## config.mk

```make
export PLATFORM = sky130hd
export DESIGN_NAME = rv_core_top
export DESIGN_NICKNAME = d
export VERILOG_FILES = /design/src/source/rv_isa_pkg.sv /design/src/source/rv_pipe_pkg.sv /design/src/source/rv_instr_queue.sv /design/src/source/rv_regfile.sv /design/src/source/rv_decode.sv /design/src/source/rv_alu.sv /design/src/source/rv_shifter.sv /design/src/source/rv_writeback.sv /design/src/source/rv_core_top.sv
export SDC_FILE = /design/constraint.sdc
export NUM_CORES = 2
export LEC_CHECK = 0
export ABC_AREA = 1
export BUFFER_PORTS_ARGS = -buffer_cell sky130_fd_sc_hd__buf_2
export CAP_MARGIN = 20
export CORE_MARGIN = 2
export CORE_UTILIZATION = 57
export CTS_CLUSTER_SIZE = 16
export DETAILED_ROUTE_END_ITERATION = 12
export PLACE_DENSITY = 0.8
export SYNTH_ARGS = -nofsm -noshare
export SYNTH_HDL_FRONTEND = slang
export SYNTH_SLANG_ARGS = --single-unit
```

## constraint.sdc

```tcl
create_clock -name i_clk -period 4.3 [get_ports i_clk]
set_input_delay 0.215 -clock i_clk [delete_from_list [all_inputs] [get_ports i_clk]]
set_output_delay 0.215 -clock i_clk [all_outputs]
set_load 0.05 [all_outputs]
```

## src/source/rv_isa_pkg.sv

```systemverilog
`default_nettype none

package rv_isa_pkg;

    typedef logic [31:0] instr_t;
    typedef logic [4:0]  reg_idx_t;

    // ****************************************
    // major opcodes
    // ****************************************
    typedef enum logic [6:0] {
        OPC_OP     = 7'b0110011,
        OPC_OP_IMM = 7'b0010011,
        OPC_LUI    = 7'b0110111
    } opcode_t;

    localparam logic [2:0] F3_ADD_SUB = 3'b000;
    localparam logic [2:0] F3_SLL     = 3'b001;
    localparam logic [2:0] F3_SLT     = 3'b010;
    localparam logic [2:0] F3_SLTU    = 3'b011;
    localparam logic [2:0] F3_XOR     = 3'b100;
    localparam logic [2:0] F3_SRL_SRA = 3'b101;
    localparam logic [2:0] F3_OR      = 3'b110;
    localparam logic [2:0] F3_AND     = 3'b111;

    localparam logic [6:0] F7_BASE = 7'b0000000;
    localparam logic [6:0] F7_ALT  = 7'b0100000;   // sub and sra.

    // field positions
    localparam int RD_LSB     = 7;
    localparam int FUNCT3_LSB = 12;
    localparam int RS1_LSB    = 15;
    localparam int RS2_LSB    = 20;
    localparam int FUNCT7_LSB = 25;
    localparam int IMM_I_LSB  = 20;
    localparam int IMM_U_LSB  = 12;

endpackage

`default_nettype wire

```

## src/source/rv_pipe_pkg.sv

```systemverilog
`default_nettype none

package rv_pipe_pkg;

    typedef logic [31:0] word_t;
    typedef logic [4:0]  shamt_t;

    // ****************************************
    // execute unit controls
    // ****************************************
    typedef enum logic [2:0] {
        ALU_ADD,
        ALU_SUB,
        ALU_SLT,
        ALU_SLTU,
        ALU_XOR,
        ALU_OR,
        ALU_AND,
        ALU_PASS_B      // lui.
    } alu_op_t;

    typedef enum logic [1:0] {
        SH_SLL,
        SH_SRL,
        SH_SRA
    } shift_op_t;

    typedef enum logic {
        RES_ALU,
        RES_SHIFT
    } res_sel_t;

endpackage

`default_nettype wire

```

## src/source/rv_instr_queue.sv

```systemverilog
`default_nettype none

module rv_instr_queue
    import rv_isa_pkg::*;
#(
    parameter int QUEUE_DEPTH = 4
)
(
    input  wire         i_clk,
    input  wire         i_arst_n,
    input  wire         i_valid,
    input  wire instr_t i_instr,
    output logic        o_valid,
    output instr_t      o_instr,
    output logic        o_credit
);

    localparam int PTR_W = $clog2(QUEUE_DEPTH);

    instr_t           mem [QUEUE_DEPTH];
    logic [PTR_W-1:0] wr_ptr;
    logic [PTR_W-1:0] rd_ptr;
    logic [PTR_W:0]   count;
    logic             pop;

    assign pop     = (count != '0);     // decode never stalls.
    assign o_valid = pop;
    assign o_instr = mem[rd_ptr];

    always_ff @(posedge i_clk)
    begin
        if (i_valid)
            mem[wr_ptr] <= i_instr;
    end

    always_ff @(posedge i_clk or negedge i_arst_n)
    begin
        if (!i_arst_n)
        begin
            wr_ptr   <= '0;
            rd_ptr   <= '0;
            count    <= '0;
            o_credit <= 1'b0;
        end
        else
        begin
            if (i_valid)
                wr_ptr <= wr_ptr + 1'b1;
            if (pop)
                rd_ptr <= rd_ptr + 1'b1;
            case ({i_valid, pop})
                2'b10:   count <= count + 1'b1;
                2'b01:   count <= count - 1'b1;
                default: count <= count;
            endcase
            o_credit <= pop;            // one credit per freed slot.
        end
    end

    // sender must hold a credit for every write
    a_no_overflow: assert property (@(posedge i_clk) disable iff (!i_arst_n)
        i_valid |-> (count != QUEUE_DEPTH))
        else $error("instruction written into a full queue");

endmodule

`default_nettype wire

```

## src/source/rv_regfile.sv

```systemverilog
`default_nettype none

module rv_regfile
    import rv_isa_pkg::*;
    import rv_pipe_pkg::*;
(
    input  wire           i_clk,
    input  wire           i_arst_n,
    input  wire reg_idx_t i_rs1,
    input  wire reg_idx_t i_rs2,
    output word_t         o_rs1_data,
    output word_t         o_rs2_data,
    input  wire           i_we,
    input  wire reg_idx_t i_rd,
    input  wire word_t    i_wdata
);

    word_t regs [1:31];     // x0 has no storage.

    assign o_rs1_data = (i_rs1 == '0) ? '0 : regs[i_rs1];
    assign o_rs2_data = (i_rs2 == '0) ? '0 : regs[i_rs2];

    always_ff @(posedge i_clk or negedge i_arst_n)
    begin
        if (!i_arst_n)
        begin
            for (int i = 1; i < 32; i++)
                regs[i] <= '0;
        end
        else if (i_we)
        begin
            regs[i_rd] <= i_wdata;
        end
    end

    // decode drops the write enable for rd = x0
    a_no_x0_write: assert property (@(posedge i_clk) disable iff (!i_arst_n)
        i_we |-> (i_rd != '0))
        else $error("write to x0 reached the register file");

endmodule

`default_nettype wire

```

## src/source/rv_decode.sv

```systemverilog
`default_nettype none

module rv_decode
    import rv_isa_pkg::*;
    import rv_pipe_pkg::*;
(
    input  wire           i_clk,
    input  wire           i_arst_n,
    input  wire           i_valid,
    input  wire instr_t   i_instr,
    output reg_idx_t      o_rs1,
    output reg_idx_t      o_rs2,
    input  wire word_t    i_rs1_data,
    input  wire word_t    i_rs2_data,
    input  wire           i_ex_valid,
    input  wire reg_idx_t i_ex_rd,
    input  wire word_t    i_ex_data,
    input  wire           i_wb_valid,
    input  wire reg_idx_t i_wb_rd,
    input  wire word_t    i_wb_data,
    output logic          o_valid,
    output logic          o_illegal,
    output word_t         o_op_a,
    output word_t         o_op_b,
    output alu_op_t       o_alu_op,
    output shift_op_t     o_shift_op,
    output res_sel_t      o_res_sel,
    output reg_idx_t      o_rd
);

    opcode_t    opcode;
    logic [2:0] funct3;
    logic [6:0] funct7;
    reg_idx_t   rd;
    word_t      imm_i;
    word_t      imm_u;
    word_t      fwd_a;
    word_t      fwd_b;
    alu_op_t    alu_op;
    shift_op_t  shift_op;
    res_sel_t   res_sel;
    logic       use_imm;
    logic       use_u;
    logic       illegal;
    logic       base;
    logic       alt;

    assign opcode = opcode_t'(i_instr[6:0]);
    assign funct3 = i_instr[FUNCT3_LSB +: 3];
    assign funct7 = i_instr[FUNCT7_LSB +: 7];
    assign rd     = i_instr[RD_LSB +: 5];
    assign o_rs1  = i_instr[RS1_LSB +: 5];
    assign o_rs2  = i_instr[RS2_LSB +: 5];
    assign imm_i  = {{20{i_instr[31]}}, i_instr[IMM_I_LSB +: 12]};
    assign imm_u  = {i_instr[IMM_U_LSB +: 20], 12'b0};
    assign base   = (funct7 == F7_BASE);
    assign alt    = (funct7 == F7_ALT);

    // ****************************************
    // instruction decode
    // ****************************************
    always_comb
    begin
        alu_op   = ALU_ADD;
        shift_op = SH_SLL;
        res_sel  = RES_ALU;
        use_imm  = (opcode == OPC_OP_IMM);
        use_u    = 1'b0;
        illegal  = 1'b0;
        case (opcode)
            OPC_OP, OPC_OP_IMM:
            begin
                case (funct3)
                    F3_ADD_SUB:
                    begin
                        alu_op  = (!use_imm && alt) ? ALU_SUB : ALU_ADD;
                        illegal = !use_imm && !base && !alt;
                    end
                    F3_SLL:
                    begin
                        res_sel = RES_SHIFT;
                        illegal = !base;            // also rejects shamt[5].
                    end
                    F3_SRL_SRA:
                    begin
                        res_sel  = RES_SHIFT;
                        shift_op = alt ? SH_SRA : SH_SRL;
                        illegal  = !base && !alt;
                    end
                    F3_SLT:  alu_op = ALU_SLT;
                    F3_SLTU: alu_op = ALU_SLTU;
                    F3_XOR:  alu_op = ALU_XOR;
                    F3_OR:   alu_op = ALU_OR;
                    F3_AND:  alu_op = ALU_AND;
                endcase
                // register forms need a clean funct7
                if (!use_imm && funct3 != F3_ADD_SUB && funct3 != F3_SRL_SRA && !base)
                    illegal = 1'b1;
            end
            OPC_LUI:
            begin
                alu_op = ALU_PASS_B;
                use_u  = 1'b1;
            end
            default: illegal = 1'b1;
        endcase
    end

    // execute result is newer than write-back
    assign fwd_a = (i_ex_valid && i_ex_rd == o_rs1) ? i_ex_data :
                   (i_wb_valid && i_wb_rd == o_rs1) ? i_wb_data : i_rs1_data;
    assign fwd_b = (i_ex_valid && i_ex_rd == o_rs2) ? i_ex_data :
                   (i_wb_valid && i_wb_rd == o_rs2) ? i_wb_data : i_rs2_data;

    always_ff @(posedge i_clk or negedge i_arst_n)
    begin
        if (!i_arst_n)
        begin
            o_valid   <= 1'b0;
            o_illegal <= 1'b0;
        end
        else
        begin
            o_valid   <= i_valid && !illegal && (rd != '0);
            o_illegal <= i_valid && illegal;
        end
    end

    always_ff @(posedge i_clk)
    begin
        if (i_valid)
        begin
            o_op_a     <= fwd_a;
            o_op_b     <= use_u ? imm_u : (use_imm ? imm_i : fwd_b);
            o_alu_op   <= alu_op;
            o_shift_op <= shift_op;
            o_res_sel  <= res_sel;
            o_rd       <= rd;
        end
    end

endmodule

`default_nettype wire

```

## src/source/rv_alu.sv

```systemverilog
`default_nettype none

module rv_alu
    import rv_pipe_pkg::*;
(
    input  wire word_t   i_op_a,
    input  wire word_t   i_op_b,
    input  wire alu_op_t i_op,
    output word_t        o_result
);

    logic        sub;
    logic [32:0] sum;
    logic        lt_s;
    logic        lt_u;

    // one adder serves add, sub and both compares
    assign sub  = (i_op == ALU_SUB) || (i_op == ALU_SLT) || (i_op == ALU_SLTU);
    assign sum  = {1'b0, i_op_a} + {1'b0, i_op_b ^ {32{sub}}} + {32'b0, sub};
    assign lt_u = !sum[32];                     // borrow out.
    assign lt_s = (i_op_a[31] != i_op_b[31]) ? i_op_a[31] : sum[31];

    always_comb
    begin
        case (i_op)
            ALU_ADD:    o_result = sum[31:0];
            ALU_SUB:    o_result = sum[31:0];
            ALU_SLT:    o_result = {31'b0, lt_s};
            ALU_SLTU:   o_result = {31'b0, lt_u};
            ALU_XOR:    o_result = i_op_a ^ i_op_b;
            ALU_OR:     o_result = i_op_a | i_op_b;
            ALU_AND:    o_result = i_op_a & i_op_b;
            ALU_PASS_B: o_result = i_op_b;
        endcase
    end

endmodule

`default_nettype wire

```

## src/source/rv_shifter.sv

```systemverilog
`default_nettype none

module rv_shifter
    import rv_pipe_pkg::*;
(
    input  wire word_t     i_op_a,
    input  wire shamt_t    i_shamt,
    input  wire shift_op_t i_op,
    output word_t          o_result
);

    function automatic word_t bit_rev(input word_t x);
        word_t r;
        for (int i = 0; i < 32; i++)
            r[i] = x[31-i];
        return r;
    endfunction

    word_t stage [0:5];
    logic  fill;

    // left shifts run through the right shifter mirrored
    assign fill     = (i_op == SH_SRA) && i_op_a[31];
    assign stage[0] = (i_op == SH_SLL) ? bit_rev(i_op_a) : i_op_a;

    for (genvar k = 0; k < 5; k++)
    begin : g_level
        assign stage[k+1] = i_shamt[k] ? {{(2**k){fill}}, stage[k][31:2**k]} : stage[k];
    end

    assign o_result = (i_op == SH_SLL) ? bit_rev(stage[5]) : stage[5];

endmodule

`default_nettype wire

```

## src/source/rv_writeback.sv

```systemverilog
`default_nettype none

module rv_writeback
    import rv_isa_pkg::*;
    import rv_pipe_pkg::*;
(
    input  wire           i_clk,
    input  wire           i_arst_n,
    input  wire           i_valid,
    input  wire           i_illegal,
    input  wire reg_idx_t i_rd,
    input  wire res_sel_t i_res_sel,
    input  wire word_t    i_alu_result,
    input  wire word_t    i_shift_result,
    output logic          o_ex_valid,
    output reg_idx_t      o_ex_rd,
    output word_t         o_ex_data,
    output logic          o_wb_valid,
    output reg_idx_t      o_wb_rd,
    output word_t         o_wb_data,
    output logic          o_illegal
);

    // execute-stage result, also the first forward path
    assign o_ex_valid = i_valid;
    assign o_ex_rd    = i_rd;
    assign o_ex_data  = (i_res_sel == RES_SHIFT) ? i_shift_result : i_alu_result;

    always_ff @(posedge i_clk or negedge i_arst_n)
    begin
        if (!i_arst_n)
        begin
            o_wb_valid <= 1'b0;
            o_illegal  <= 1'b0;
        end
        else
        begin
            o_wb_valid <= o_ex_valid;
            o_illegal  <= i_illegal;
        end
    end

    always_ff @(posedge i_clk)
    begin
        if (o_ex_valid)
        begin
            o_wb_rd   <= o_ex_rd;
            o_wb_data <= o_ex_data;   // also feeds the second forward path.
        end
    end

endmodule

`default_nettype wire

```

## src/source/rv_core_top.sv

```systemverilog
`default_nettype none

module rv_core_top
    import rv_isa_pkg::*;
    import rv_pipe_pkg::*;
#(
    parameter int QUEUE_DEPTH = 4
)
(
    input  wire           i_clk,
    input  wire           i_arst_n,
    input  wire           i_instr_valid,
    input  wire instr_t   i_instr,
    output wire           o_credit,
    output wire           o_wb_valid,
    output wire reg_idx_t o_wb_rd,
    output wire word_t    o_wb_data,
    output wire           o_illegal
);

    logic      q_valid;
    instr_t    q_instr;
    reg_idx_t  rf_rs1;
    reg_idx_t  rf_rs2;
    word_t     rf_rs1_data;
    word_t     rf_rs2_data;
    logic      d_valid;
    logic      d_illegal;
    word_t     d_op_a;
    word_t     d_op_b;
    alu_op_t   d_alu_op;
    shift_op_t d_shift_op;
    res_sel_t  d_res_sel;
    reg_idx_t  d_rd;
    word_t     alu_result;
    word_t     shift_result;
    logic      ex_valid;
    reg_idx_t  ex_rd;
    word_t     ex_data;

    rv_instr_queue #(
        .QUEUE_DEPTH (QUEUE_DEPTH)
    ) u_queue (
        .i_clk    (i_clk),
        .i_arst_n (i_arst_n),
        .i_valid  (i_instr_valid),
        .i_instr  (i_instr),
        .o_valid  (q_valid),
        .o_instr  (q_instr),
        .o_credit (o_credit)
    );

    rv_regfile u_regfile (
        .i_clk      (i_clk),
        .i_arst_n   (i_arst_n),
        .i_rs1      (rf_rs1),
        .i_rs2      (rf_rs2),
        .o_rs1_data (rf_rs1_data),
        .o_rs2_data (rf_rs2_data),
        .i_we       (o_wb_valid),
        .i_rd       (o_wb_rd),
        .i_wdata    (o_wb_data)
    );

    // ****************************************
    // decode and execute stages
    // ****************************************
    rv_decode u_decode (
        .i_clk      (i_clk),
        .i_arst_n   (i_arst_n),
        .i_valid    (q_valid),
        .i_instr    (q_instr),
        .o_rs1      (rf_rs1),
        .o_rs2      (rf_rs2),
        .i_rs1_data (rf_rs1_data),
        .i_rs2_data (rf_rs2_data),
        .i_ex_valid (ex_valid),
        .i_ex_rd    (ex_rd),
        .i_ex_data  (ex_data),
        .i_wb_valid (o_wb_valid),
        .i_wb_rd    (o_wb_rd),
        .i_wb_data  (o_wb_data),
        .o_valid    (d_valid),
        .o_illegal  (d_illegal),
        .o_op_a     (d_op_a),
        .o_op_b     (d_op_b),
        .o_alu_op   (d_alu_op),
        .o_shift_op (d_shift_op),
        .o_res_sel  (d_res_sel),
        .o_rd       (d_rd)
    );

    rv_alu u_alu (
        .i_op_a   (d_op_a),
        .i_op_b   (d_op_b),
        .i_op     (d_alu_op),
        .o_result (alu_result)
    );

    rv_shifter u_shifter (
        .i_op_a   (d_op_a),
        .i_shamt  (d_op_b[4:0]),        // rs2 or immediate shamt.
        .i_op     (d_shift_op),
        .o_result (shift_result)
    );

    rv_writeback u_writeback (
        .i_clk          (i_clk),
        .i_arst_n       (i_arst_n),
        .i_valid        (d_valid),
        .i_illegal      (d_illegal),
        .i_rd           (d_rd),
        .i_res_sel      (d_res_sel),
        .i_alu_result   (alu_result),
        .i_shift_result (shift_result),
        .o_ex_valid     (ex_valid),
        .o_ex_rd        (ex_rd),
        .o_ex_data      (ex_data),
        .o_wb_valid     (o_wb_valid),
        .o_wb_rd        (o_wb_rd),
        .o_wb_data      (o_wb_data),
        .o_illegal      (o_illegal)
    );

endmodule

`default_nettype wire

```

==> summary.txt <==
initial antenna violation count: 14
crit-path max FO: 41
grt total ovfl: 0
CTS resizes: 0
count of cell types in the netlist: 60
WP data required: 4.82 ns
nets: 9,206
# DRC: 0
ys async rst share: 0.807
Die Ht: 357 um
FMAX: 240 MHz
Final min period: 4.17 ns
DRT Pass-1 Iters: 8
Setup CP Type: register to register
Routed wire per std cell: 26.0 um
Setup crit end kind: register
largest net degree at the start of global routing: 163
DRT iter0 DRCs: 13,239
ANT nets after route: 0
vias in the first global route: 68,539
total track usage: 0.433
Final period util: 0.970
clock transition at the registers of the reported paths: 0.06 ns
Worst-Margin Slew: 1.28 ns
slew margin rel.: 0.144
vias per cell: 6.71
htree depth: 4
data arrival time of the worst path: 4.69 ns
routability-driven placement congestion ratio: 1.03
setup tns final: 0 ns
postcts setup bufs: 0
layout cells sized above 1: 0.0623
CTS root buf: clkbuf_16
RSZ-0062 raised after global routing: no
CTS max path bufs: 3
Min-Delay Path Class: input port to asynchronous set/reset pin
clk sinks: 1,244
mapped cell area: 70,900 sq um
Maximum Capacitance Violations: 0
status: finished clean
Main synth FF type: dfrtp_1
first-pass GRT wire length: 418 mm
Post-synth EDFFs: 240
Setup Skew: 0.0353 ns
Seq cells post-synth: 1,244
cell count after synthesis: 9,406
Hold Vio Cnt, Final: 0
Clock Latency Late Sink: 0.81 ns
number of cell rows: 129
Starting Density: 0.574
IO Port Bufs: 74
CP Launch Type: register
final setup vio count: 0
Slew Limit Fails: 0
Ports: 75
die footprint: 127,000 sq um
detailed placement HPWL: 163 mm
Total Wirelength: 281 mm
core area: 124,000 sq um
Layout area overhead: 8.76%
Die W: 357 um
CTS buffer count: 136
clock tree from TritonCTS: built
post-synthesis sequential area ratio: 0.456
Avg Inst Size Synth: 7.54 sq um
routed via count: 72,557
Syn Nets: 9,543
Warnings, synthesis: 0
==> synth_stat cells, types with 3 or more instances <==
library cell     n  area (sq um)
o2111ai_1      132          1160
a32oi_1          7          61.3
ha_1           100          1250
o22ai_1         20           125
nand2_2          7          43.8
o31ai_1          5          37.5
edfxtp_1       240          7210
nand4_1         23           144
buf_4           40           300
a22oi_1          4          30.0
nor2_1         203           762
xor2_1          56           490
a221oi_1        17           149
o221ai_1       114           998
clkbuf_1       461          1730
nand2_1       3109         11700
a31oi_1         25           156
nand3_1       1029          5150
a21oi_1        358          1790
nor3_1          39           195
or2_2            3          18.8
buf_2          219          1100
dfrtp_1       1004         25100
o21ai_1         20           100
inv_2           15          56.3
inv_1          440          1650
o211ai_1       237          1780
clkinv_1         9          33.8
o21a_1           3          22.5
buf_6           17           191
o21ai_0       1356          6790
o21bai_1         6          45.0
buf_1           48           180
xnor2_1          4          35.0
==> layout make-up <==
| cell class | count | area, sq um |
|---|---|---|
| Fill cell | 10586 | 46500 |
| Multi-Input combinational cell | 6912 | 33600 |
| Sequential cell | 1244 | 32300 |
| Clock buffer | 193 | 3900 |
| Timing Repair Buffer | 310 | 2810 |
| Tap cell | 1637 | 2050 |
| Inverter | 465 | 1790 |
| Clock inverter | 54 | 698 |
| Antenna cell | 5 | 12.5 |
==> logic make-up after synthesis <==
group                    share of synthesized area
AND/OR/NAND/NOR                              0.256
AO/OA/AOI/OAI                                0.188
XOR/XNOR                                   0.00741
adder cells (fa/ha/maj)                     0.0182
multiplexers                              0.000282
buffers and inverters                       0.0740
flip-flops                                   0.456
==> repair_timing <==
item                                    4_1_cts  5_1_grt
hold buffers                                 34        0
endpoints found under the hold margin       249        0
endpoints found under the setup margin        0        0
==> cell usage in the layout (no fill, tap or decap), types with 138 or more instances in the layout <==
cell type | netlist | final
a21oi_1 | 358 | 358
buf_4 | 40 | 157
clkbuf_16 | 0 | 138
dfrtp_1 | 1004 | 1002
edfxtp_1 | 240 | 240
inv_1 | 440 | 438
nand2_1 | 3109 | 3077
nand3_1 | 1029 | 1028
nor2_1 | 203 | 200
o211ai_1 | 237 | 237
o21ai_0 | 1356 | 1356
==> worst max-delay path, cell delays in order, from the launching register on <==
cell,delay (ns)
dfrtp_2,0.50
inv_4,0.37
nand2_1,0.11
nand3_2,0.14
nand2_8,0.17
inv_8,0.26
nand2_1,0.65
buf_4,0.47
o221ai_1,0.23
nand2_1,0.08
nand3_1,0.09
nand2_1,0.30
nand2_1,0.17
a21oi_1,0.13
nand2_1,0.09
a21oi_1,0.06
==> flip-flops by register name, indices dropped and copies added, names as in the netlist, 2 cells and up <==
signal                 count
u_regfile.regs           992
u_queue.mem              128
u_queue.count              3
u_queue.rd_ptr             2
u_decode.o_shift_op        2
u_writeback.o_wb_data     32
u_writeback.o_wb_rd        5
u_decode.o_op_b           32
u_decode.o_rd              5
u_decode.o_alu_op          3
u_queue.wr_ptr             2
u_decode.o_op_a           32
==> layer usage <==
layer  global-route usage  part of all wire  vias to the layer above
met4                0.302             0.082                       24
li1                     -                 -                    31240
met1                0.551              0.35                    33817
met3                0.153              0.16                     1461
met2                0.616              0.41                     6015
met5                    0           0.00067                        -
==> stage by stage <==
stage / cell area (sq um) / utilization / hold WS (ns) / setup WS (ns) / instances
after floorplan: 70900 / - / -0.0806 / 1.07 / 9406
after global placement: 72200 / 0.584 / 0.290 / 0.471 / 10533
after detailed placement: 72200 / 0.584 / 0.292 / 0.435 / 10534
after CTS: 77100 / 0.624 / 0.0718 / 0.404 / 10815
after global routing: 77100 / 0.624 / 0.0956 / 0.0510 / 10815
final: 77200 / 0.624 / 0.0508 / 0.131 / 10820
==> path summary, 6_finish.rpt <==
kind	startpoint	endpoint	slack, ns	cells after the start
max in group asynchronous	i_arst_n	u_regfile.regs[774]	2.93	4
hold reg to reg	u_decode.o_illegal	u_writeback.o_illegal	0.36	0
hold / removal	i_arst_n	u_regfile.regs[196]	0.05	2
min in group i_clk	i_instr[27]	u_queue.mem[3][27]	0.18	2
setup / recovery	u_queue.rd_ptr[0]	u_decode.o_op_b[16]	0.13	15
setup reg to reg	u_queue.rd_ptr[0]	u_decode.o_op_b[16]	0.13	15
Power is not shown: default switching activity piles up to over one toggle a cycle in this logic, so the estimate is an artifact.
